$ cat config.mk
export PLATFORM = sky130hd
export DESIGN_NAME = egress_scheduler
export DESIGN_NICKNAME = d
export VERILOG_FILES = /design/src/source/switch_pkg.sv /design/src/source/egress_scheduler.sv
export VERILOG_INCLUDE_DIRS = /design/src /design/src/source
export SDC_FILE = /design/constraint.sdc
export NUM_CORES = 1
export LEC_CHECK = 0
export BUFFER_PORTS_ARGS = -buffer_cell sky130_fd_sc_hd__buf_4
export CORE_UTILIZATION = 33
export CTS_CLUSTER_DIAMETER = 120
export DETAILED_ROUTE_END_ITERATION = 6
export PLACE_DENSITY = 0.79
export RECOVER_POWER = 25
export SLEW_MARGIN = 0
export SYNTH_ARGS = -nofsm -noshare
export SYNTH_HDL_FRONTEND = slang
export SYNTH_SLANG_ARGS = --single-unit
$ cat constraint.sdc
create_clock -name clk -period 1.3 [get_ports clk]
set_clock_uncertainty 0.2 [all_clocks]
set_input_delay 0 -clock clk [delete_from_list [all_inputs] [get_ports clk]]
set_output_delay 0 -clock clk [all_outputs]
set_load 0.02 [all_outputs]
$ cat src/source/switch_consts.svh
`ifndef SWITCH_CONSTS_SVH
`define SWITCH_CONSTS_SVH

// output ports on the switch slice
`define PORTS 4

// priority levels, 0 is served first
`define PRIOS 2

// data word width on ingress and egress
`define WORD_W 16

// entries per priority FIFO, also the starting credit count
`define QUEUE_DEPTH 32

// largest legal payload length in words
`define MAX_LEN 31

// priority-0 packets served before a waiting priority-1 packet
`define WRR_WEIGHT 3

`endif

$ cat src/source/switch_pkg.sv
`include "switch_consts.svh"

package switch_pkg;

    // one data word
    typedef logic [`WORD_W-1:0] word_t;

    // output port number
    typedef logic [$clog2(`PORTS)-1:0] port_id_t;

    // priority level
    typedef logic [$clog2(`PRIOS)-1:0] prio_t;

    // payload length in words, zero is illegal
    typedef logic [$clog2(`MAX_LEN + 1)-1:0] len_t;

    // ingress word, seen raw or as header fields
    typedef union packed {
        word_t raw;
        struct packed {
            port_id_t   dest;
            prio_t      prior;
            len_t       length;
            logic [7:0] rsvd;
        } hdr;
    } header_word_u;

endpackage

$ cat src/source/egress_scheduler.sv
`timescale 1ns/1ps
`include "switch_consts.svh"

module egress_scheduler (
    input  logic                                    clk,
    input  logic                                    rst,
    input  logic                                    wrr_en,
    input  logic [`PORTS-1:0]                       ready,
    input  logic [`PORTS-1:0][`PRIOS-1:0]           pkt_waiting,
    output logic [`PORTS-1:0]                       pop,
    output switch_pkg::prio_t [`PORTS-1:0]          pop_prio,
    input  switch_pkg::word_t [`PORTS-1:0]          pop_data,
    input  logic [`PORTS-1:0]                       pop_last,
    output logic [`PORTS-1:0]                       rd_sop,
    output logic [`PORTS-1:0]                       rd_eop,
    output logic [`PORTS-1:0]                       rd_vld,
    output switch_pkg::word_t [`PORTS-1:0]          rd_data
);

    localparam int WRR_W = $clog2(`WRR_WEIGHT + 1);

    // per output port state
    logic [`PORTS-1:0] streaming;
    logic [`PORTS-1:0] first;
    logic [WRR_W-1:0]  wrr_cnt  [`PORTS];

    logic [`PORTS-1:0] done;
    logic [`PORTS-1:0] wrr_turn;
    logic [`PORTS-1:0] any_waiting;
    switch_pkg::prio_t [`PORTS-1:0] pick;
    logic [WRR_W-1:0]  next_cnt [`PORTS];

    // priority choice for the next packet
    always_comb begin
        for (int p = 0; p < `PORTS; p++) begin
            any_waiting[p] = (pkt_waiting[p] != '0);
            wrr_turn[p] = wrr_en && pkt_waiting[p][1]
                          && (wrr_cnt[p] == WRR_W'(`WRR_WEIGHT));
            if (wrr_turn[p] || !pkt_waiting[p][0]) begin
                pick[p]     = switch_pkg::prio_t'(1);
                next_cnt[p] = '0;
            end else begin
                pick[p] = switch_pkg::prio_t'(0);
                // saturate at the weight until priority 1 gets its turn
                if (wrr_cnt[p] == WRR_W'(`WRR_WEIGHT)) begin
                    next_cnt[p] = wrr_cnt[p];
                end else begin
                    next_cnt[p] = WRR_W'(wrr_cnt[p] + 1'b1);
                end
            end
        end
    end

    // the last pop has come back once pop_last shows after the first pop
    always_comb begin
        for (int p = 0; p < `PORTS; p++) begin
            done[p] = streaming[p] && !first[p] && pop_last[p];
            pop[p]  = streaming[p] && ready[p] && !done[p];
        end
    end

    always_ff @(posedge clk) begin
        if (rst) begin
            streaming <= '0;
            first     <= '0;
            pop_prio  <= '0;
            for (int p = 0; p < `PORTS; p++) begin
                wrr_cnt[p] <= '0;
            end
        end else begin
            for (int p = 0; p < `PORTS; p++) begin
                if (!streaming[p]) begin
                    if (ready[p] && any_waiting[p]) begin
                        streaming[p] <= 1'b1;
                        first[p]     <= 1'b1;
                        pop_prio[p]  <= pick[p];
                        wrr_cnt[p]   <= next_cnt[p];
                    end
                end else if (pop[p]) begin
                    first[p] <= 1'b0;
                end else if (done[p]) begin
                    streaming[p] <= 1'b0;
                end
            end
        end
    end

    // framing lines up with the registered queue output
    always_ff @(posedge clk) begin
        if (rst) begin
            rd_vld <= '0;
            rd_sop <= '0;
        end else begin
            rd_vld <= pop;
            rd_sop <= pop & first;
        end
    end

    assign rd_eop  = rd_vld & pop_last;
    assign rd_data = pop_data;

endmodule

# == After elaboration in Yosys (flattened, before gate mapping) ==
# Memory sizes are Yosys's and may differ from the RTL's.
# Cells that the tools add are included.
# op_classes
bitwise,10
muxes,58
n_reduce_logical,60
add_sub_neg,4
eq_ne,8
# op_table
op,n
$mux W1,46
$logic_and A1 B1 Y1,28
$mux W2,12
$reduce_and A2 Y1,8
$reduce_bool A2 Y1,8
$logic_not A1 Y1,12
$add A2 B1 Y2 const B,4
$and A4 B4 Y4,2
$eq A2 B2 Y1 const B,4
$ne A2 B2 Y1 const B,4
$logic_or A1 B1 Y1,4
$not A1 Y1,4
$or A1 B1 Y1,4
# totals
ram_bits,8
word_cells,152
output_inout_bits,84
memories,1
input_bits,83
register_bits,20
# memory_table
memory,words,word_bits,rd,rd_ports_with_merged_regs,wr,line,source
wrr_cnt,4,2,4,0,4,egress_scheduler.sv:25,logic [WRR_W-1:0] wrr_cnt [`PORTS];

# == Longest topological paths before layout ==
# depth
ltp_word,7
depth_mapped,4
depth_no_buf,4

# == Least setup slack after synthesis ==
# No wires, ideal clock.
# synth_timing
path_type,register to register
start,memory wrr_cnt[2][0] in the netlist's numbering
end,memory wrr_cnt[2][0] in the netlist's numbering (enable)
t_required_ps,785
path_stages_with_launch,5
setup_time_ps,315
setup_slack_ps,-46
synth_period_minus_slack_ps,1346
path_buffers,0
arrival_ps,831
path_cell_list,edfxtp_1 > ha_1 > nand2_1 > a21oi_1 > o21bai_1
# synth_lines
element,line
from (decl),egress_scheduler.sv:25

==> impl_metrics.toml <==
[global_route]
grt_pass1_wl_um = 5050
grt_overflow_total = 0
grt_pass1_vias = 1192
grt_max_degree = 29
grt_usage = 0.118
antenna_found_initial = 0

[die]
start_util = 0.342
die_width_um = 74.5
core_mm2 = 0.00507
dieArea_mm2 = 0.00556
design.portCount = 167
die_y_um = 74.5
placementRows = 26

[routing]
wl_um = 3980
detail_route.vias_per_cell = 4.52
drtIter0Drc = 36
route.antenna.remaining_nets = 0
vias = 1455
drtPass1Iterations = 4
drc = 0
wl_per_cell_um = 12.4

[logic_synthesis]
synth_nets = 275
ys_seq_area_frac = 0.369
ys.flop_type = "dfxtp_1"
synth_seq_cells = 28
async_flop_share = 0
synth-edff-count = 8
synth_warnings = 0
syn_area_mm2 = 0.00174
synthCells = 188
synth_cell_types = 22
avgSynthCellArea_um2 = 9.24

[cts]
clkSlewWorstSetupHoldPaths_ns = 0.09
cts_buffers = 3
h-tree-depth = 1
cts_sinks = 28
clk_root_buffer_cell = "clkbuf_8"
cts_tree = "done"
cts_buffer_depth = 2
clock_latency_ns = 0.27

[place]
io_buffers = 38
place_congestion = 0.678
dp_hpwl_um = 2170
dp_cells = 235
pre_cts_slack_ns = -0.0957

[layout]
mostFrequentLayoutCells = "dlygate4sd3_1 (76), buf_4 (49), a21oi_1 (12), dfxtp_1 (12), nand2_1 (11)"
finish.net_count = 340
layout-drive-gt1-share = 0.393
multi_input_area_um2 = 698
fillers = 437
antenna_cells = 0
syn2layout_area_growth_pct = 53.8
layout_commonest_cell = "dlygate4sd3_1"
utilization = 0.526
layout.cells.non_filler = 322
regArea_um2 = 651

[timing]
finalWorstSetupSlack_ns = -0.112
hold_ws_ns = -0.271
hold_viol = 20
min_period_ns = 1.41
period_share = 1.09
grt_setup_unrepaired = "true"
max_freq_mhz = 708
slew_headroom = 0.789
slew_viol_final = 0
tightest_slew_ns = 0.317
finalSetupViolations = 10

[critical_path]
critical_path_peak_fanout = 2
cp_slowest_cell = "edfxtp_1"
worstPathCellList = "ha_2 -> nand2_1 -> a21oi_1 -> o21bai_1"
start_kind = "register"
path_class = "reg -> reg"
crit_arrival_ns = 1.18
endpoint_kind = "register"
cp.required_ns = 1.07
cp_slowest_stage_delay_ns = 0.41
r2r_slack_ns = -0.11

[power_and_ir_drop]
power.leakage_nw = 1.14
ir_drop_v = 0.000416
powerDensity_mw_per_mm2 = 836

[min_path]
worstHoldPathType = "in -> reg"

[run_status]
failed_checks = "hold timing, setup timing"
status = "finished, violations left"

[flow_run]
cap_violations = 0
==> worst max-delay path: cells and delay by family, from the launching register on <==
kind | cells | cell delay, ns
fa+ha+maj | 1 | 0.19
flops | 1 | 0.41
simple gates | 1 | 0.05
compound gates | 2 | 0.26
==> final cells by class <==
class                      instances  area share
multi-input combinational         88       0.261
inverter                           4     0.00562
sequential                        28       0.244
timing repair buffer             128       0.436
clock buffer                       4      0.0206
tap                               70      0.0328
==> synthesized netlist by cell type (8+ instances only) <==
cell,instances,area share
buf_4,64,0.28
dfxtp_1,20,0.23
a21oi_1,14,0.040
nand2_1,12,0.026
nand3_1,12,0.035
edfxtp_1,8,0.14
==> path summary, 6_finish.rpt <==
path | to | from | cells after the start
hold reg to reg | rd_sop[0] | first[0] | 1
setup reg to reg | wrr_cnt[2][1] | wrr_cnt[2][0] | 4
setup / recovery | wrr_cnt[2][1] | wrr_cnt[2][0] | 4
hold / removal | first[0] | ready[0] | 2
==> sequential cells by signal (all words and copies together) (netlist names) <==
| register | cells |
|---|---|
| wrr_cnt | 8 |
| first | 4 |
| pop_prio | 4 |
| rd_sop | 4 |
| rd_vld | 4 |
| streaming | 4 |
==> routing by layer <==
layer,global-route usage,up-vias,part of all wire,wire length [um]
li1,-,701,-,-
met1,0.121,666,0.35,1380
met2,0.241,88,0.59,2350
met3,0.0136,0,0.062,248
met4,0.0377,0,0,0
met5,0,-,0,0
==> where the power goes <==
group	internal (mW)	switching, mW
registers	0.959	0.0355
logic	0.353	0.356
clock network	0.271	0.260
==> cells by family after synthesis <==
| group | count (synthesis) | synth area share |
|---|---|---|
| AO/OA/AOI/OAI | 28 | 0.105 |
| flip-flops | 28 | 0.369 |
| adder cells (fa/ha/maj) | 4 | 0.0288 |
| buffers and inverters | 72 | 0.295 |
| AND/OR/NAND/NOR | 56 | 0.202 |
==> through the flow <==
step           instance area (um2)  power, mW  TNS [ns]
2_1_floorplan                 1750       1.46    -0.216
3_3_place_gp                  1670       1.31    -0.336
3_5_place_dp                  1670       1.32    -0.822
4_1_cts                       2530       2.20    -0.780
5_1_grt                       2670       2.35     -1.66
6_report                      2670       2.23    -0.812
==> what timing repair did <==
action	in CTS	in global routing
endpoints found under the setup margin	20	22
hold buffers	74	4
buffers inserted	2	3
resized for setup	12	20
pin swaps	5	6
endpoints found under the hold margin	100	23
No activity file was read; power rests on OpenSTA's default activity.
