**config.mk**
```make
export PLATFORM = sky130hd
export DESIGN_NAME = port_queue
export DESIGN_NICKNAME = d
export VERILOG_FILES = /design/src/source/switch_pkg.sv /design/src/source/port_queue.sv
export VERILOG_INCLUDE_DIRS = /design/src /design/src/source
export SDC_FILE = /design/constraint.sdc
export NUM_CORES = 2
export LEC_CHECK = 0
export BUFFER_PORTS_ARGS = -buffer_cell sky130_fd_sc_hd__buf_2
export CORE_UTILIZATION = 65
export DETAILED_ROUTE_END_ITERATION = 8
export PLACE_DENSITY = 0.93
export SYNTH_ARGS = -nofsm -noshare
export SYNTH_HDL_FRONTEND = slang
export SYNTH_SLANG_ARGS = --single-unit
```
**constraint.sdc**
```tcl
create_clock -name clk -period 11.63 [get_ports clk]
set_input_delay 1.163 -clock clk [delete_from_list [all_inputs] [get_ports clk]]
set_output_delay 1.163 -clock clk [all_outputs]
set_load 0.01 [all_outputs]
```
**src/source/switch_consts.svh**
```systemverilog
`ifndef SWITCH_CONSTS_SVH
`define SWITCH_CONSTS_SVH

// output ports on the switch slice
`define PORTS 4

// priority levels, 0 is served first
`define PRIOS 2

// data word width on ingress and egress
`define WORD_W 16

// entries per priority FIFO, also the starting credit count
`define QUEUE_DEPTH 32

// largest legal payload length in words
`define MAX_LEN 31

// priority-0 packets served before a waiting priority-1 packet
`define WRR_WEIGHT 3

`endif

```
**src/source/switch_pkg.sv**
```systemverilog
`include "switch_consts.svh"

package switch_pkg;

    // one data word
    typedef logic [`WORD_W-1:0] word_t;

    // output port number
    typedef logic [$clog2(`PORTS)-1:0] port_id_t;

    // priority level
    typedef logic [$clog2(`PRIOS)-1:0] prio_t;

    // payload length in words, zero is illegal
    typedef logic [$clog2(`MAX_LEN + 1)-1:0] len_t;

    // ingress word, seen raw or as header fields
    typedef union packed {
        word_t raw;
        struct packed {
            port_id_t   dest;
            prio_t      prior;
            len_t       length;
            logic [7:0] rsvd;
        } hdr;
    } header_word_u;

endpackage

```
**src/source/port_queue.sv**
```systemverilog
`timescale 1ns/1ps
`include "switch_consts.svh"

module port_queue (
    input  logic                clk,
    input  logic                rst,
    input  logic                push,
    input  switch_pkg::prio_t   push_prio,
    input  switch_pkg::word_t   push_data,
    input  logic                push_last,
    input  logic                pop,
    input  switch_pkg::prio_t   pop_prio,
    output switch_pkg::word_t   pop_data,
    output logic                pop_last,
    output logic [`PRIOS-1:0]   pkt_waiting,
    output logic [`PRIOS-1:0]   credit
);

    localparam int PTR_W = $clog2(`QUEUE_DEPTH);
    localparam int CNT_W = $clog2(`QUEUE_DEPTH + 1);

    // storage, one circular FIFO per priority
    switch_pkg::word_t mem_data [`PRIOS][`QUEUE_DEPTH];
    logic              mem_last [`PRIOS][`QUEUE_DEPTH];

    logic [PTR_W-1:0] wr_ptr  [`PRIOS];
    logic [PTR_W-1:0] rd_ptr  [`PRIOS];
    logic [CNT_W-1:0] pkt_cnt [`PRIOS];

    logic [`PRIOS-1:0] pkt_in;
    logic [`PRIOS-1:0] pkt_out;

    // complete packets enter on a last push and leave on a last pop
    always_comb begin
        for (int q = 0; q < `PRIOS; q++) begin
            pkt_in[q]  = push && push_last && (push_prio == switch_pkg::prio_t'(q));
            pkt_out[q] = pop && (pop_prio == switch_pkg::prio_t'(q)) && mem_last[q][rd_ptr[q]];
            pkt_waiting[q] = (pkt_cnt[q] != '0);
        end
    end

    always_ff @(posedge clk) begin
        if (push) begin
            mem_data[push_prio][wr_ptr[push_prio]] <= push_data;
            mem_last[push_prio][wr_ptr[push_prio]] <= push_last;
        end
    end

    always_ff @(posedge clk) begin
        if (pop) begin
            pop_data <= mem_data[pop_prio][rd_ptr[pop_prio]];
        end
    end

    always_ff @(posedge clk) begin
        if (rst) begin
            pop_last <= 1'b0;
        end else if (pop) begin
            pop_last <= mem_last[pop_prio][rd_ptr[pop_prio]];
        end
    end

    // pointers wrap on the power-of-two depth
    always_ff @(posedge clk) begin
        for (int q = 0; q < `PRIOS; q++) begin
            if (rst) begin
                wr_ptr[q] <= '0;
                rd_ptr[q] <= '0;
            end else begin
                if (push && push_prio == switch_pkg::prio_t'(q)) begin
                    wr_ptr[q] <= wr_ptr[q] + 1'b1;
                end
                if (pop && pop_prio == switch_pkg::prio_t'(q)) begin
                    rd_ptr[q] <= rd_ptr[q] + 1'b1;
                end
            end
        end
    end

    always_ff @(posedge clk) begin
        for (int q = 0; q < `PRIOS; q++) begin
            if (rst) begin
                pkt_cnt[q] <= '0;
            end else if (pkt_in[q] && !pkt_out[q]) begin
                pkt_cnt[q] <= pkt_cnt[q] + 1'b1;
            end else if (pkt_out[q] && !pkt_in[q]) begin
                pkt_cnt[q] <= pkt_cnt[q] - 1'b1;
            end
        end
    end

    // credit back to the parser, same cycle as pop_data
    always_ff @(posedge clk) begin
        if (rst) begin
            credit <= '0;
        end else begin
            credit <= '0;
            if (pop) begin
                credit[pop_prio] <= 1'b1;
            end
        end
    end

endmodule

```
Word level (Yosys, flattened, before mapping) --
Memories as Yosys holds them, arrays and structs flattened. Cells that the tools add are included.
Cells by class: multiply operators 0, reductions and logical operators 22, $add $sub $neg 8, mux-type cells 57, bitwise operators 15, order comparisons 7, equality and inequality tests 0, shift operators 0, div/mod/pow operators 0
Operators by type and width (number):
- $mux 512 | 1
- $bmux 16 s5 | 1
- $demux 16 s5 | 1
- $mux 16 | 3
- $mux 1 | 37
- $mux 32 | 1
- $ge 6x6->1 const B | 4
- $mux 6 | 4
- $not 5->6 | 4
- $add 5x1->5 const B | 4
- $mux 5 | 4
- $bmux 1 s5 | 3
- $logic_and 1x1->1 | 15
- $add 6x1->6 const B | 2
- $reduce_bool 6->1 | 2
- $sub 6x1->6 const B | 2
- $or 1x1->1 | 8
- $lt 6x1->1 const B | 1
- $demux 1 s5 | 1
- $logic_not 1->1 | 4
- $not 1->1 | 3
- $lt 1x2->1 const B | 1
- $reduce_or 2->1 | 1
- $demux 1 s1 | 1
- $ge 1x1->1 const B | 1
Storage, ports and cells: register bits after elaboration 19, word-level logic and storage cells 117, memory bits (writable) 1120, bits in latches 0, memories 5, ROM bits 0, output and inout bits 21, input bits 23
Memories:
- mem_data | depth 2, width 512, rd ports 1, clocked after Yosys merged registers in 0, write ports 1, RTL line port_queue.sv:23 | switch_pkg::word_t mem_data [`PRIOS][`QUEUE_DEPTH];
- mem_last | depth 2, width 32, rd ports 3, clocked after Yosys merged registers in 0, write ports 1, RTL line port_queue.sv:24 | logic mem_last [`PRIOS][`QUEUE_DEPTH];
- pkt_cnt | depth 2, width 6, rd ports 2, clocked after Yosys merged registers in 0, write ports 2, RTL line port_queue.sv:28 | logic [CNT_W-1:0] pkt_cnt [`PRIOS];
- rd_ptr | depth 2, width 5, rd ports 3, clocked after Yosys merged registers in 0, write ports 2, RTL line port_queue.sv:27 | logic [PTR_W-1:0] rd_ptr [`PRIOS];
- wr_ptr | depth 2, width 5, rd ports 3, clocked after Yosys merged registers in 0, write ports 2, RTL line port_queue.sv:26 | logic [PTR_W-1:0] wr_ptr [`PRIOS];

Depth between registers and ports, before layout --
depth after elaboration 12, mapped depth 14, mapped depth without buffers 12

Worst setup path after synthesis --
Ideal clock, no wire load.
path type in2reg, start input pop_prio, end memory pkt_cnt[1][5] in the netlist's numbering, data pin, setup time 0.147 ns, arrival time 4.168 ns, stages on the path 13, path slack 7.315 ns, data required time 11.483 ns, path buffers 2, path through buf_6 clkbuf_1 nand2_1 nor3_1 o22ai_1 nor3b_1 ha_1 a21o_1 a21o_1 a2111oi_0 a311oi_1 or3b_2 a21oi_1
RTL lines:
- start, declared | RTL line port_queue.sv:12 | input switch_pkg::prio_t pop_prio,
- end, declared | RTL line port_queue.sv:28

==> flow_metrics.py <==
metrics = {
    "power": {
        "power_uw": 8734,
        "seqPwrFrac_pct": 52.6,
        "power.internal_uw": 6737,
        "combPwrFrac_pct": 7.3,
        "p_sw_uw": 1997,
        "switching_share_pct": 22.87,
        "p_clk_share_pct": 40.2,
        "peakVddDrop_mv": 0.1404,
        "powerDensity_nw_per_um2": 173.8,
        "leakagePower_uw": 0.01673,
    },
    "timing": {
        "slew_violations": 5,
        "fmax_ghz": 0.1526,
        "final_hold_viol_count": 0,
        "fin_skew_ns": 0.05221,
        "maxSlewHeadroom_pct": -0.9923,
        "setup_tns_ns": 0,
        "period_share_pct": 56.36,
        "grt_setup_unrepaired": "false",
        "worst_pin_slew_ns": 1.512,
        "setup_viol": 0,
        "period_minus_slack_ns": 6.555,
    },
    "layout": {
        "n_fill_cell": 3412,
        "syn2layout_area_growth_pct": 10.85,
        "register_area_sq_um": 34170,
        "finalNetCount": 2355,
        "layout_commonest_cell": "edfxtp_1",
        "drive_gt1_share_pct": 21.55,
        "final_cell_mix": "edfxtp_1 (1136), mux2i_1 (310), mux4_2 (218)",
        "multi_input_comb_area_sq_um": 10550,
    },
    "synthesis": {
        "seq_area_frac_synth_pct": 75.39,
        "syn_avg_cell_area_sq_um": 20.66,
        "synthFlopType": "edfxtp_1",
        "syn_inst": 2194,
        "synth_edf_count": 1136,
        "yosys.cell_types.count": 51,
        "synth-async-reset-ratio_pct": 0,
        "syn_nets": 2229,
        "ys_warn_count": 0,
        "ys_ff_latch": 1139,
        "netlist_area_sq_um": 45330,
    },
    "global_route": {
        "overflow": 0,
        "grt_pass1_vias": 24750,
        "grt.total_usage_pct": 36.69,
        "grt_pass1_wl_microns": 179600,
        "grt_max_degree": 142,
        "antenna_found_initial": 16,
    },
    "outcome": {
        "status": "finished, violations left",
        "violations": "DRC, capacitance limit, slew limit",
    },
    "route": {
        "vias_per_cell": 7.496,
        "drt-pass1-iter-count": 9,
        "routed-via-count": 25040,
        "wire_per_inst_microns": 38.00,
        "wl_microns": 126900,
        "postRouteAntennaNets": 0,
        "drcViolationCount": 1,
        "drt_iter0_drc": 5225,
    },
    "hold_path": {
        "min_path_type": "register to register",
    },
    "cts": {
        "cts_resized": 0,
        "insertion_delay_ns": 0.71,
        "cts_tree": "done",
        "cts_hold_buf": 0,
        "cts.sinks": 1139,
        "cts-root-buf": "clkbuf_16",
        "clock_path_buffers": 3,
        "cts_max_level": 3,
        "clk_pin_slew_ns": 0.07,
        "postCtsSetupRepairBufs": 0,
        "numCtsBuffers": 104,
    },
    "die": {
        "num_rows": 96,
        "io_pins": 44,
        "die_y_microns": 266.1,
        "initial_utilization_pct": 65.86,
        "die_w_microns": 266.1,
        "die_area_sq_um": 70800,
        "coreArea_sq_um": 68830,
    },
    "worst_setup_path": {
        "setup.worst_path.class": "register to register",
        "worstPathMaxFanout": 56,
        "crit_required_ns": 12.17,
        "end_kind": "register",
        "cp.arrival_ns": 7.09,
        "worstSetupStartpointType": "register",
    },
    "flow_run": {
        "cap_viol_max_count": 1,
    },
    "placed_design": {
        "routabilityCongestion": 0.9220,
        "dp_hpwl_microns": 64940,
        "portBuffers": 43,
    },
}
[kinds of logic (layout without fill, tap and decap cells)]
logic type      count (synthesis)  after routing  share of synthesized area, %
compound gates                118            118                         1.744
xor+xnor                       23             23                        0.4444
fa+ha+maj                      12             12                        0.3478
buf+inv                       123            337                         1.421
flops                        1139           1139                         75.39
mux                           540            540                         18.13
other cells                     0              1                             0
simple gates                  239            239                         2.531
[worst max-delay path, cell delays in order (launching register included)]
cell,delay [ns]
edfxtp_1,0.33
buf_4,0.87
buf_4,0.91
mux2i_1,0.30
mux4_2,0.63
nor2_1,0.16
o22ai_1,0.23
nor3b_1,0.70
ha_1,0.37
a21o_1,0.18
a21o_1,0.22
a2111oi_0,0.62
a311oi_1,0.13
or3b_2,0.46
a21oi_1,0.16
[area by class of cell]
class	count	share of cell area [%]
clock buffers	126	5.344
diodes	1	0.004980
inverters	12	0.08964
clock inverters	68	1.447
repair buffers	131	1.798
multi-input cells	932	20.99
flip-flops and latches	1139	68.01
well taps	931	2.318
[final timing paths]
check,start,end,slack [ns],cells after the start
max,rd_ptr[1][0],pkt_cnt[1][5],5.07,14
min,pkt_cnt[0][0],pkt_cnt[0][0],0.69,1
max reg2reg,rd_ptr[1][0],pkt_cnt[1][5],5.07,14
min reg2reg,pkt_cnt[0][0],pkt_cnt[0][0],0.69,1
[power groups by stage]
stage                     sequential [uW]  clock [uW]  combinational (uW)
after global routing                 4590        3630                 645
after global placement               4670           0                 558
after CTS                            4590        3490                 613
final                                4590        3510                 634
after detailed placement             4670           0                 586
after floorplan                      4660           0                 375
[per-layer routing]
layer	share of wire, %	global-route usage, %
met5	0.14	0
met4	7.1	20.21
met3	16	10.57
met2	46	56.71
met1	31	47.56
[stage by stage]
step	setup slack [ns]	util (%)	instance area [sq um]	instances	hold WS [ns]
2_1_floorplan	7.315	-	45330	2194	0.5182
3_3_place_gp	5.741	68.05	46830	3145	0.5674
3_5_place_dp	5.641	68.05	46830	3145	0.5846
4_1_cts	5.401	73.00	50250	3339	0.6128
5_1_grt	4.773	73.00	50250	3339	0.6500
6_report	5.075	73.01	50250	3340	0.6931
[cells in the mapped netlist (3+ instances only)]
cell | n | area share (%)
nor3_1 | 9 | 0.099
nand3b_1 | 3 | 0.050
ha_1 | 11 | 0.30
edfxtp_1 | 1136 | 75
nand2b_1 | 16 | 0.22
mux2_2 | 5 | 0.12
a221oi_1 | 8 | 0.15
mux2i_1 | 312 | 6.9
buf_1 | 11 | 0.091
nor3b_1 | 7 | 0.12
xnor2_1 | 12 | 0.23
or2_2 | 6 | 0.083
o211ai_1 | 8 | 0.13
inv_1 | 12 | 0.099
buf_2 | 38 | 0.42
a22oi_1 | 14 | 0.23
or3_1 | 8 | 0.11
buf_4 | 16 | 0.26
o22ai_1 | 41 | 0.57
and3b_1 | 3 | 0.058
o21ai_0 | 4 | 0.044
nor2b_1 | 4 | 0.055
clkbuf_1 | 36 | 0.30
mux4_1 | 4 | 0.23
nand3_1 | 20 | 0.22
xor2_1 | 11 | 0.21
a21o_1 | 5 | 0.083
buf_6 | 10 | 0.25
or4_1 | 9 | 0.15
nor2_1 | 109 | 0.90
mux4_2 | 218 | 11
nand2_1 | 33 | 0.27
a21oi_1 | 25 | 0.28
dfxtp_1 | 3 | 0.13
and2_1 | 4 | 0.055
[flip-flops by register name (all words and copies together) (netlist names)]
name,cells
credit,2
mem_data,1024
mem_last,64
pkt_cnt,12
pop_data,16
pop_last,1
rd_ptr,10
wr_ptr,10
Power figures use the tool's default switching activity.
