`src/source/switch_consts.svh`:
```
`ifndef SWITCH_CONSTS_SVH
`define SWITCH_CONSTS_SVH

// output ports on the switch slice
`define PORTS 4

// priority levels, 0 is served first
`define PRIOS 2

// data word width on ingress and egress
`define WORD_W 16

// entries per priority FIFO, also the starting credit count
`define QUEUE_DEPTH 32

// largest legal payload length in words
`define MAX_LEN 31

// priority-0 packets served before a waiting priority-1 packet
`define WRR_WEIGHT 3

`endif

```
`src/source/switch_pkg.sv`:
```
`include "switch_consts.svh"

package switch_pkg;

    // one data word
    typedef logic [`WORD_W-1:0] word_t;

    // output port number
    typedef logic [$clog2(`PORTS)-1:0] port_id_t;

    // priority level
    typedef logic [$clog2(`PRIOS)-1:0] prio_t;

    // payload length in words, zero is illegal
    typedef logic [$clog2(`MAX_LEN + 1)-1:0] len_t;

    // ingress word, seen raw or as header fields
    typedef union packed {
        word_t raw;
        struct packed {
            port_id_t   dest;
            prio_t      prior;
            len_t       length;
            logic [7:0] rsvd;
        } hdr;
    } header_word_u;

endpackage

```
`src/source/packet_parser.sv`:
```
`timescale 1ns/1ps
`include "switch_consts.svh"

module packet_parser (
    input  logic                                clk,
    input  logic                                rst,
    input  logic                                wr_sop,
    input  logic                                wr_vld,
    input  switch_pkg::word_t                   wr_data,
    output logic                                full,
    output logic [`PORTS-1:0]                   push,
    output switch_pkg::prio_t                   push_prio,
    output switch_pkg::word_t                   push_data,
    output logic                                push_last,
    input  logic [`PORTS-1:0][`PRIOS-1:0]       credit
);

    localparam int CRED_W = $clog2(`QUEUE_DEPTH + 1);

    switch_pkg::header_word_u hdr_in;

    // packet in progress
    logic                 in_payload;
    switch_pkg::port_id_t cur_dest;
    switch_pkg::prio_t    cur_prior;
    switch_pkg::len_t     remaining;

    logic [CRED_W-1:0] cred [`PORTS][`PRIOS];
    logic [`PORTS-1:0][`PRIOS-1:0] take;
    logic any_zero;
    logic take_hdr;
    logic take_word;

    assign hdr_in.raw = wr_data;

    always_comb begin
        any_zero = 1'b0;
        for (int p = 0; p < `PORTS; p++) begin
            for (int q = 0; q < `PRIOS; q++) begin
                if (cred[p][q] == '0) begin
                    any_zero = 1'b1;
                end
            end
        end
    end

    // hold payload on an empty target queue, hold headers on any empty queue
    assign full = in_payload ? (cred[cur_dest][cur_prior] == '0) : any_zero;

    assign take_hdr  = wr_vld && !full && !in_payload && wr_sop;
    assign take_word = wr_vld && !full && in_payload;

    always_comb begin
        for (int p = 0; p < `PORTS; p++) begin
            for (int q = 0; q < `PRIOS; q++) begin
                take[p][q] = take_word && (cur_dest == switch_pkg::port_id_t'(p))
                             && (cur_prior == switch_pkg::prio_t'(q));
            end
        end
    end

    // header decode and payload countdown
    always_ff @(posedge clk) begin
        if (rst) begin
            in_payload <= 1'b0;
            cur_dest   <= '0;
            cur_prior  <= '0;
            remaining  <= '0;
        end else if (take_hdr) begin
            cur_dest   <= hdr_in.hdr.dest;
            cur_prior  <= hdr_in.hdr.prior;
            remaining  <= hdr_in.hdr.length;
            // zero length is dropped
            in_payload <= (hdr_in.hdr.length != '0);
        end else if (take_word) begin
            remaining <= remaining - 1'b1;
            if (remaining == switch_pkg::len_t'(1)) begin
                in_payload <= 1'b0;
            end
        end
    end

    always_ff @(posedge clk) begin
        if (rst) begin
            push <= '0;
        end else begin
            push <= '0;
            if (take_word) begin
                push <= `PORTS'(1) << cur_dest;
            end
        end
    end

    always_ff @(posedge clk) begin
        if (take_word) begin
            push_prio <= cur_prior;
            push_data <= wr_data;
            push_last <= (remaining == switch_pkg::len_t'(1));
        end
    end

    // one word out per take, one word back per credit pulse
    always_ff @(posedge clk) begin
        for (int p = 0; p < `PORTS; p++) begin
            for (int q = 0; q < `PRIOS; q++) begin
                if (rst) begin
                    cred[p][q] <= CRED_W'(`QUEUE_DEPTH);
                end else if (take[p][q] && !credit[p][q]) begin
                    cred[p][q] <= cred[p][q] - 1'b1;
                end else if (credit[p][q] && !take[p][q]) begin
                    cred[p][q] <= cred[p][q] + 1'b1;
                end
            end
        end
    end

endmodule

```
`config.mk`:
```
export PLATFORM = sky130hd
export DESIGN_NAME = packet_parser
export DESIGN_NICKNAME = d
export VERILOG_FILES = /design/src/source/switch_pkg.sv /design/src/source/packet_parser.sv
export VERILOG_INCLUDE_DIRS = /design/src /design/src/source
export SDC_FILE = /design/constraint.sdc
export NUM_CORES = 1
export LEC_CHECK = 0
export BUFFER_PORTS_ARGS = -buffer_cell sky130_fd_sc_hd__buf_2
export CAP_MARGIN = 20
export CORE_AREA = 4 4 108 110
export CTS_CLUSTER_SIZE = 30
export DETAILED_ROUTE_END_ITERATION = 16
export DIE_AREA = 0 0 112 114
export GPL_ROUTABILITY_DRIVEN = 0
export PLACE_DENSITY = 0.68
export REMOVE_ABC_BUFFERS = 1
export SLEW_MARGIN = 10
export SYNTH_ARGS = -nofsm -noshare
export SYNTH_HDL_FRONTEND = slang
export SYNTH_SLANG_ARGS = --single-unit
```
`constraint.sdc`:
```
create_clock -name clk -period 4.55 [get_ports clk]
set_input_delay 0.455 -clock clk [delete_from_list [all_inputs] [get_ports clk]]
set_output_delay 0.455 -clock clk [all_outputs]
set_load 0.01 [all_outputs]
```
# [Yosys cells after proc, flatten, opt, wreduce, memory -nomap -nowiden]
# Memories as Yosys holds them, arrays and structs flattened. A register that Yosys moved wholly into a read port is not among the register bits.
# Cells that the tools add are included.
[word_totals] n_memories=1 reg_bits=31 out_inout_bits=23 ramBits=48 word_cells=209
[memory_table] memory="cred" words=4 word_bits=12 read_ports=5 rd_ports_with_merged_regs=1 wr=4 line_no="packet_parser.sv:28" source="logic [CRED_W-1:0] cred [`PORTS][`PRIOS];"
[classes] addsub=17 n_shift=1 n_eq_ne=4 n_mux=93 n_reduce_logical=65 bitwise_logic=19 n_lt_le_gt_ge=1
[ops] operator="two-way mux 6 bit" count=19
[ops] operator="two-way mux 1 bit" count=70
[ops] operator="logical NOT 6 bit" count=9
[ops] operator="adder 6 x 1 -> 6 bit (second input constant)" count=8
[ops] operator="subtractor 6 x 1 -> 6 bit (second input constant)" count=8
[ops] operator="logical AND 1 bit" count=32
[ops] operator="logical NOT 1 bit" count=18
[ops] operator="bitwise OR 1 bit" count=16
[ops] operator="two-way mux 5 bit" count=2
[ops] operator="== test 5 x 1 -> 1 bit (second input constant)" count=1
[ops] operator="nonzero test 5 bit" count=1
[ops] operator="subtractor 5 x 1 -> 5 bit (second input constant)" count=1
[ops] operator="== test 2 bit (second input constant)" count=2
[ops] operator="two-way mux 2 bit" count=2
[ops] operator="nonzero test 2 bit" count=2
[ops] operator="<< shifter 1 x 2 -> 4 bit (first input constant)" count=1
[ops] operator="== test 2 x 1 -> 1 bit (second input constant)" count=1
[ops] operator="greater-or-equal comparator 2 bit (second input constant)" count=1
[ops] operator="logical NOT 2 bit" count=1
[ops] operator="inverter 1 bit" count=2
[ops] operator="inverter 1 -> 2 bit" count=1
[ops] operator="AND reduction 2 bit" count=1
[ops] operator="OR reduction 2 bit" count=1

# [Logic depth before layout (Yosys ltp)]
# Gate-level depths: netlist of run 1.
# An unclocked memory read counts as a cell.
[logic_depth] ltp_word=23 ltp_mapped=14 mapped_depth_nobuf=12

# [Worst setup path before layout of run 1]
# No wires, ideal clock.
[synth_timing] path_type="flip-flop to flip-flop" from="memory cred[3][8] (netlist bit)" to="memory cred[2][11] (netlist bit) (data pin)" t_arrival_ns=3.596 setup_ns=0.256 path_stages_with_launch=15 setup_slack_ns=0.698 period_less_slack_ns=3.852 cell_sequence="edfxtp_1 -> clkbuf_1 -> or4_1 -> a22oi_1 -> a31o_2 -> buf_2 -> o21ai_0 -> or2_2 -> ha_1 -> a21o_1 -> a21oi_1 -> or4b_2 -> nand4_1 -> mux2i_1 -> nand2b_1"
[synth_lines] element="start, declared" line_no="packet_parser.sv:28"

==> results.sh, run 1 <==
export IMPL_final_util=0.536
export IMPL_worstSetupPathType="reg -> reg"
export IMPL_cts_buffer_depth=2
export IMPL_path_buf_inv=0
export IMPL_die_h_um=114
export IMPL_startpoint_type="flop"
export IMPL_clk_pin_slew_ns=0.09
export IMPL_hold_path_depth=1
export IMPL_cts_setup_buffers=0
export IMPL_yosysWarnings=0
export IMPL_grtUsageTotal=0.195
export IMPL_whs_endpoint="push_data[2]"
export IMPL_power_uw=1900
export IMPL_first_pass_iters=4
export IMPL_wl_um=11900
export IMPL_synth_seq_cells=81
export IMPL_cts_root_buf="clkbuf_8"
export IMPL_drt_initial_drc_count=293
export IMPL_worstPathMaxFanout=9
export IMPL_rr_worst_depth=12
export IMPL_maxSlewHeadroom=0.283
export IMPL_start_util=0.488
export IMPL_outcome="completed"
export IMPL_die_area_sq_um=12800
export IMPL_path_delay_family="simple AND/OR/NAND/NOR gates"
export IMPL_worstMarginPinSlew_ns=1.06
export IMPL_holdCritStartpoint="wr_data[2]"
export IMPL_avgViaCountPerCell=5.93
export IMPL_nets=615
export IMPL_required_ns=4.68
export IMPL_io_buffers=50
export IMPL_reg2reg_from="cred[3][8]"
export IMPL_critical_path_arrival_ns=4.00
export IMPL_yosysSeqAreaShare=0.437
export IMPL_grt_ovfl_total=0
export IMPL_hold_viol=0
export IMPL_rr_endpoint="cred[2][11]"
export IMPL_dp_hpwl_um=8730
export IMPL_path_cells="or4_1 > a22oi_1 > a31o_2 > o21ai_0 > or2_2 > ha_1 > a21o_1 > a21oi_1 > or4b_2 > nand4_1 > mux2i_1 > nand2b_1"
export IMPL_finalSetupViolations=0
export IMPL_cts_buffers=9
export IMPL_std_cell_rows=38
export IMPL_drive_gt1_frac=0.151
export IMPL_grt_max_degree=29
export IMPL_synthArstFlopShare=0
export IMPL_synth_cell_types=73
export IMPL_vias=4205
export IMPL_antenna_found_initial=0
export IMPL_fin_skew_ns=0.0109
export IMPL_synthCells=528
export IMPL_clkSinkCount=81
export IMPL_final_max_slew_violation_count=0
export IMPL_ios=51
export IMPL_power_density_nw_per_um2=331
export IMPL_fin_tns_setup_ns=0
export IMPL_cts_repair_resized=0
export IMPL_synth_cell_area_sq_um=5220
export IMPL_core_area_sq_um=10700
export IMPL_num_antenna_cells=0
export IMPL_p_leak_uw=0.00208
export IMPL_die_w_um=112
export IMPL_cts_tree="built"
export IMPL_peakVddDrop_mv=0.209
export IMPL_routedWlPerCell_um=16.8
export IMPL_syn2layout_area_growth_pct=9.87
export IMPL_synth_edf_count=66
export IMPL_synthFlopType="edfxtp_1"
export IMPL_ctsHoldBuffers=0
export IMPL_htreeDepth=3
export IMPL_postRouteAntennaNets=0
export IMPL_crit_cells=12
export IMPL_first_global_vias=4041
export IMPL_post_route_period_util=0.850
export IMPL_hold_path_class="in -> reg"
export IMPL_max_freq_ghz=0.259
export IMPL_timing_final_crit_period_ns=3.87
export IMPL_maxCapViolCount=0
export IMPL_syn_area_per_cell_sq_um=9.89
export IMPL_critical_path_max_stage_delay_ns=0.63
export IMPL_grt_pass1_wl_um=20200
export IMPL_endpoint_kind="flop"
export IMPL_clk_latency_ns=0.37
export IMPL_drc=0
export IMPL_rsz0062_at_grt="false"
export IMPL_cp_slowest_cell="or4b_2"
export IMPL_regToRegSetupSlack_ns=0.68
==> worst max-delay path by stage <==
stage | start | to | slack [ns]
finish | cred[3][8] | cred[2][11] | 0.68
global route | cred[3][8] | cred[2][11] | 0.48
CTS | cred[3][8] | cred[2][11] | 0.70
detailed placement | cred[3][8] | cred[2][11] | 0.71
global placement | cred[3][8] | cred[2][11] | 0.83
floorplan | cred[3][8] | cred[2][11] | 0.80
==> metal layers <==
metal	vias to the layer above	wire length [um]	track usage
li1	2085	-	-
met5	-	0	0
met1	1984	5320	0.255
met3	14	663	0.0345
met2	122	5740	0.327
met4	0	157	0.0721
==> cells in the final DEF, fill, tap and decap left out, types with 8 or more instances in the layout <==
master,Yosys,final
dfxtp_1,15,15
ha_1,22,22
nand3_1,19,19
nand2b_1,20,20
mux2i_1,8,8
or4_1,10,10
nor2_1,51,51
nor3_1,20,20
o21ai_0,15,15
inv_1,36,36
nor4_1,11,11
nor2b_1,9,9
o22ai_1,9,9
xnor2_1,13,13
clkbuf_8,0,9
or3_1,9,9
nand2_1,26,26
a21oi_1,11,11
a31oi_1,10,10
edfxtp_1,66,66
a221oi_1,11,11
buf_2,13,50
==> final cells by class <==
class	count	area, sq um
clock buffer	9	124
clock inverter	7	77.6
fill	982	4960
inverter	36	135
multi-input combinational	384	2680
sequential	81	2280
tap	140	175
timing repair buffer	52	265
==> synth_stat cells (4+ instances only) <==
cell type  count  area (sq um)
a211oi_1       5          37.5
a21oi_1       11          55.1
a221oi_1      11          96.3
a22o_1         4          35.0
a22oi_1        5          37.5
a31oi_1       10          62.6
and3_1         5          31.3
buf_2         13          65.1
clkbuf_1      12          45.0
dfxtp_1       15           300
edfxtp_1      66          1980
ha_1          22           275
inv_1         36           135
mux2i_1        8          80.1
nand2_1       26          97.6
nand2b_1      20           125
nand3_1       19          95.1
nand4_1        6          37.5
nor2_1        51           191
nor2b_1        9          56.3
nor3_1        20           100
nor4_1        11          68.8
nor4b_1        4          35.0
o21a_1         5          37.5
o21ai_0       15          75.1
o221ai_1       6          52.6
o22ai_1        9          56.3
or3_1          9          56.3
or4_1         10          75.1
xnor2_1       13           114
==> state kept, by name, summed over array words and instances (netlist names), named ones only <==
signal and flops:
push 4, push_last 1, push_data 16, cur_dest 2, in_payload 1, push_prio 1
remaining 5, cred 48, cur_prior 1
==> where the power goes <==
group | switching (uW) | internal (uW) | total [uW]
sequential | 106 | 885 | 991
clock | 292 | 259 | 551
combinational | 199 | 158 | 357
==> metrics by stage <==
stage          hold slack, ns  cells  cell area [sq um]  worst slack, ns
6_report                0.251    709               5740            0.682
5_1_grt                 0.225    709               5740            0.480
4_1_cts                 0.233    709               5740            0.701
3_5_place_dp            0.573    693               5540            0.714
3_3_place_gp            0.557    693               5540            0.828
2_1_floorplan           0.521    501               5100            0.802
==> logic make-up after synthesis <==
group           share of synthesized area
compound gates                      0.172
xor+xnor                           0.0268
fa+ha+maj                          0.0565
buf+inv                            0.0501
flops                               0.437
mux                                0.0261
simple gates                        0.231
(Power assumes the default switching activity.)
==> inputs of run 2 (changes only) <==
ABC_AREA = 1   (was default)
CORE_AREA = 4 4 110 112   (was 4 4 108 110)
DIE_AREA = 0 0 114 116   (was 0 0 112 114)
==> run 2 against run 1 <==
Net effect: non-clock buffer count did not move; worst setup slack improved by 0.27 ns; largest power group unchanged; first-iteration DRC count fell by 5.1%; synthesized cell count rose by 18%; fmax rose by 7.4%; final area rose by 6.8%; clock power rose by 39%; count of clock-buffer cells in the layout rose by 5; worst hold slack improved by 0.042 ns; final cell count rose by 15%; power rose by 11%; largest cell class unchanged; critical path depth rose by 8.
==> results.sh, run 2 <==
export IMPL_outcome="completed"
export IMPL_final_common_cell="nand2_1"
export IMPL_hold_path_class="in -> reg"
export IMPL_critical_path_arrival_ns=3.70
export IMPL_synthFlopType="edfxtp_1"
export IMPL_die_h_um=116
export IMPL_synth_area_leaders="edfxtp_1 (36%), xor2_1 (7.2%), nand2_1 (6.3%)"
export IMPL_startpoint_type="flop"
export IMPL_final_max_slew_violation_count=0
export IMPL_regMostFlops="cred"
export IMPL_cp_slowest_cell="dfxtp_1"
export IMPL_ff_latch_area_sq_um=2280
export IMPL_grt_pass1_wl_um=21300
export IMPL_critical_path_max_stage_delay_ns=0.70
export IMPL_grtUsageTotal=0.201
export IMPL_largest_reg_flops=48
export IMPL_cts_tree="built"
export IMPL_timing_final_crit_period_ns=3.60
export IMPL_cp_common_cell="nand2_1"
export IMPL_fin_skew_ns=0.00753
export IMPL_htreeDepth=3
export IMPL_synth_cell_area_sq_um=5470
export IMPL_fin_tns_setup_ns=0
export IMPL_synth_cell_types=39
export IMPL_die_w_um=114
export IMPL_finalSetupViolations=0
export IMPL_avgViaCountPerCell=5.53
export IMPL_multi_input_area_sq_um=2780
export IMPL_required_ns=4.65
export IMPL_cts_repair_resized=0
export IMPL_ios=51
export IMPL_antenna_found_initial=0
export IMPL_largestRegisters="cred x48, push_data x16, remaining x5"
export IMPL_power_density_nw_per_um2=343
export IMPL_peakVddDrop_mv=0.152
export IMPL_syn_area_per_cell_sq_um=8.76
export IMPL_nFillCells=1026
export IMPL_cts_root_buf="clkbuf_16"
export IMPL_core_area_sq_um=11200
export IMPL_routedWlPerCell_um=15.7
export IMPL_vias=4525
export IMPL_synthCells=624
export IMPL_die_area_sq_um=13200
export IMPL_clkSinkCount=81
export IMPL_std_cell_rows=39
export IMPL_synth_common_cells="nand2_1 (92), inv_1 (73), edfxtp_1 (66), nand3_1 (62), xor2_1 (45)"
export IMPL_drc=0
export IMPL_place_inst=802
export IMPL_cts_buffers=9
export IMPL_first_global_vias=4306
export IMPL_synth_most_common_cell="nand2_1"
export IMPL_grt_max_degree=75
export IMPL_dp_hpwl_um=9460
export IMPL_synth_edf_count=66
export IMPL_cts_buffer_depth=2
export IMPL_post_route_period_util=0.792
export IMPL_path_buf_inv=1
export IMPL_clk_latency_ns=0.34
export IMPL_worstPathMaxFanout=16
export IMPL_drt_initial_drc_count=278
export IMPL_clk_pin_slew_ns=0.06
export IMPL_hold_viol=0
export IMPL_design_area_sq_um=6130
export IMPL_worstSetupPathType="reg -> reg"
export IMPL_first_pass_iters=5
export IMPL_synthArstFlopShare=0
export IMPL_maxCapViolCount=0
export IMPL_path_delay_family="simple AND/OR/NAND/NOR gates"
export IMPL_maxSlewHeadroom=0.456
export IMPL_p_leak_uw=0.00266
export IMPL_yosysSeqAreaShare=0.417
export IMPL_start_util=0.487
export IMPL_postRouteAntennaNets=0
export IMPL_yosysWarnings=0
export IMPL_cts_setup_buffers=0
export IMPL_drive_gt1_frac=0.166
export IMPL_max_freq_ghz=0.278
export IMPL_endpoint_kind="flop"
export IMPL_place_area_sq_um=5810
export IMPL_instances_no_fill=818
export IMPL_rsz0062_at_grt="false"
export IMPL_io_buffers=50
export IMPL_worstMarginPinSlew_ns=0.816
export IMPL_synth_top_area_frac=0.363
export IMPL_yosysTopAreaCell="edfxtp_1"
export IMPL_syn2layout_area_growth_pct=12.2
export IMPL_ctsHoldBuffers=0
export IMPL_wl_um=12800
export IMPL_final_cell_mix="nand2_1 (92), inv_1 (72), edfxtp_1 (66)"
export IMPL_path_cells="inv_4 > nor2_2 > nor2_1 > nand3_1 > nand2_2 > nand2_4 > nand2_4 > nor2_8 > nand4_2 > nand3_2 > ha_1 > a21oi_1 > nand2_1 > nand2_1 > nand2_1 > a21oi_1 > xnor2_1 > nand3b_1 > nand2_1 > nand2_1"
export IMPL_grt_ovfl_total=0
export IMPL_synth_seq_cells=81
export IMPL_num_antenna_cells=0
export IMPL_nets=721
-- run 2: cell types whose count changed in the layout (fill, tap and decap cells not counted), moves of 12 or more --
cell | previous run | this run
a21oi_1 | 11 | 28
inv_1 | 36 | 72
nand2b_1 | 20 | 0
clkbuf_16 | 0 | 12
nand4_1 | 6 | 43
xor2_1 | 3 | 45
nand3_1 | 19 | 62
nand2_1 | 26 | 92
-- run 2: path summary, 6_finish.rpt --
check / slack (ns) / to / from / depth (start not counted)
max: 0.95 / cred[2][11] / flop / 20
min: 0.29 / push_data[0] / wr_data[0] / 1
min reg2reg: 0.52 / remaining[4] / remaining[4] / 2
max reg2reg: 0.95 / cred[2][11] / flop / 20
-- run 2: kinds of logic (layout without fill, tap and decap cells) --
kind of cell / count (synthesis) / in the layout / synth area share
adder cells (fa/ha/maj): 23 / 23 / 0.0540
AND/OR/NAND/NOR: 299 / 299 / 0.299
XOR/XNOR: 59 / 59 / 0.0945
AO/OA/AOI/OAI: 64 / 64 / 0.0602
flip-flops: 81 / 81 / 0.417
buffers and inverters: 98 / 149 / 0.0744
-- run 2: layer usage --
layer | up-vias | GRT usage | part of all wire
li1 | 2236 | - | -
met1 | 2123 | 0.259 | 0.45
met2 | 142 | 0.344 | 0.47
met3 | 24 | 0.0350 | 0.056
met4 | 0 | 0.0649 | 0.021
met5 | - | 0 | 0
-- run 2: report_power, final --
part	switching [uW]	total (uW)	internal, uW
clock network	295	766	470
logic	258	406	148
registers	65.1	929	864
-- run 2: final cells by class --
| cell class | count | share of cell area |
|---|---|---|
| Clock buffer | 14 | 0.0502 |
| Clock inverter | 2 | 0.00224 |
| Inverter | 81 | 0.0500 |
| Multi-Input combinational cell | 445 | 0.453 |
| Sequential cell | 81 | 0.372 |
| Tap cell | 143 | 0.0292 |
| Timing Repair Buffer | 52 | 0.0433 |
-- run 2: through the flow --
step	util	hold WS, ns	setup slack (ns)	power, uW
3_3_place_gp	0.518	0.495	1.23	1330
3_5_place_dp	0.518	0.509	1.00	1340
6_report	0.546	0.293	0.949	2100
2_1_floorplan	-	0.438	1.02	1230
4_1_cts	0.546	0.288	0.995	2110
5_1_grt	0.546	0.287	0.660	2200
==> inputs of run 3 (changes only) <==
clock period = 3.57 ns   (was 4.55 ns; I/O delays follow)
==> run 3 against run 2 <==
Net effect: worst setup slack lost 0.59 ns; via count grew 0.55%; flip-flop and latch count is the same; worst hold slack lost 0.098 ns; largest cell class unchanged; final cell count grew 0.49%; highest routed layer unchanged; register-to-register slack lost 0.59 ns; fmax grew 12%; critical path depth is the same; combinational power grew 28%.
==> results.sh, run 3 (same netlist as run 2, synthesis figures left out) <==
export IMPL_clk_pin_slew_ns=0.06
export IMPL_wl_met3_um=741
export IMPL_nFillCells=1012
export IMPL_num_antenna_cells=0
export IMPL_holdCritStartpoint="wr_data[2]"
export IMPL_clk_latency_ns=0.34
export IMPL_nets=725
export IMPL_rr_worst_depth=20
export IMPL_endpoint_kind="flop"
export IMPL_maxCapViolCount=0
export IMPL_die_w_um=114
export IMPL_finalSetupViolations=0
export IMPL_htreeDepth=3
export IMPL_p_leak_uw=0.00268
export IMPL_vias=4550
export IMPL_die_area_sq_um=13200
export IMPL_antenna_found_initial=0
export IMPL_hold_viol=0
export IMPL_grt_max_degree=75
export IMPL_max_freq_ghz=0.311
export IMPL_core_area_sq_um=11200
export IMPL_routedWlPerCell_um=15.5
export IMPL_cts_setup_buffers=0
export IMPL_std_cell_rows=39
export IMPL_required_ns=3.67
export IMPL_power_density_nw_per_um2=440
export IMPL_cts_root_buf="clkbuf_16"
export IMPL_cts_tree="built"
export IMPL_syn2layout_area_growth_pct=12.9
export IMPL_whs_endpoint="push_data[2]"
export IMPL_timing_final_crit_period_ns=3.21
export IMPL_cts_buffers=9
export IMPL_drive_gt1_frac=0.172
export IMPL_dp_hpwl_um=9500
export IMPL_wl_met2_um=6070
export IMPL_ios=51
export IMPL_clkSinkCount=81
export IMPL_final_common_cell="nand2_1"
export IMPL_outcome="completed"
export IMPL_regToRegSetupSlack_ns=0.36
export IMPL_worstSetupPathType="reg -> reg"
export IMPL_hold_path_depth=1
export IMPL_top_layer="met4"
export IMPL_post_route_period_util=0.899
export IMPL_worstPathMaxFanout=11
export IMPL_avgViaCountPerCell=5.54
export IMPL_drt_initial_drc_count=284
export IMPL_regMostFlops="cred"
export IMPL_peakVddDrop_mv=0.370
export IMPL_critical_path_arrival_ns=3.31
export IMPL_wl_um=12800
export IMPL_fin_skew_ns=0.00634
export IMPL_wl_met1_um=5790
export IMPL_final_cell_mix="nand2_1 (92), inv_1 (72), edfxtp_1 (66)"
export IMPL_rr_endpoint="cred[2][11]"
export IMPL_whs_ns=0.195
export IMPL_die_h_um=116
export IMPL_fin_tns_setup_ns=0
export IMPL_largestRegisters="cred x48, push_data x16, remaining x5"
export IMPL_grt_pass1_wl_um=20800
export IMPL_startpoint_type="flop"
export IMPL_final_max_slew_violation_count=0
export IMPL_cts_buffer_depth=2
export IMPL_grtUsageTotal=0.197
export IMPL_hold_path_class="in -> reg"
export IMPL_worstMarginPinSlew_ns=0.802
export IMPL_io_buffers=50
export IMPL_drc=0
export IMPL_rsz0062_at_grt="false"
export IMPL_postRouteAntennaNets=0
export IMPL_largest_reg_flops=48
export IMPL_maxSlewHeadroom=0.466
export IMPL_start_util=0.487
export IMPL_first_global_vias=4300
export IMPL_grt_ovfl_total=0
export IMPL_reg2reg_from="cred[2][2]"
export IMPL_first_pass_iters=5
-- run 3: power by group --
part	leakage, uW	internal, uW	switching (uW)
combinational	0.00174	193	326
sequential	0.000782	1100	84.8
clock	0.000161	643	365
total	0.00268	1940	775
-- run 3: per-stage QoR --
step / total power (uW) / utilization / cell area [sq um] / setup WS (ns) / instances
4_1_cts: 2720 / 0.550 / 6170 / 0.298 / 822
3_3_place_gp: 1700 / 0.520 / 5840 / 0.490 / 806
2_1_floorplan: 1560 / - / 5370 / 0.134 / 607
6_report: 2710 / 0.550 / 6170 / 0.360 / 822
5_1_grt: 2850 / 0.550 / 6170 / 0.0590 / 822
3_5_place_dp: 1720 / 0.520 / 5840 / 0.318 / 806
-- run 3: critical path: stages, from the launching register on --
cell and delay, ns:
edfxtp_1 0.48, nor2_1 0.24, nor2_1 0.06, nor2_1 0.10
nand3_1 0.11, nand2_2 0.09, nand2_4 0.07, nand2_4 0.11
nor2_8 0.03, nand4_2 0.10, nand3_2 0.22, ha_1 0.41
a21oi_1 0.22, nand2_1 0.07, nand2_1 0.08, nand2_1 0.05
a21oi_1 0.15, xnor2_1 0.09, nand3b_1 0.16, nand2_1 0.07
nand2_1 0.04
-- run 3: per-layer routing --
layer  track usage  vias to the layer above
li1              -                     2248
met1         0.263                     2152
met2         0.329                      133
met3        0.0345                       17
met4        0.0586                        0
met5             0                        -
-- run 3: final cells by class --
type / instances / area (sq um) / area share
tap: 143 / 179 / 0.0290
timing repair buffer: 56 / 295 / 0.0479
clock inverter: 1 / 30.0 / 0.00487
sequential: 81 / 2280 / 0.370
multi-input combinational: 445 / 2780 / 0.450
clock buffer: 15 / 299 / 0.0485
inverter: 81 / 307 / 0.0497
-- run 3: how the worst max path moves through the flow --
| stage | startpoint | to | slack (ns) | cells after the start |
|---|---|---|---|---|
| after floorplan | rst | cred[2][11] | 0.13 | 12 |
| final | cred[2][2] | cred[2][11] | 0.36 | 20 |
| after detailed placement | flop | cred[2][11] | 0.32 | 20 |
| after global routing | cred[1][2] | cred[2][11] | 0.06 | 20 |
| after CTS | flop | cred[2][11] | 0.30 | 19 |
| after global placement | flop | cred[2][11] | 0.49 | 20 |
-- run 3: what timing repair did --
item / CTS / global route
gates resized for setup: 0 / 1
endpoints found under the setup margin: 0 / 1
hold buffers: 0 / 0
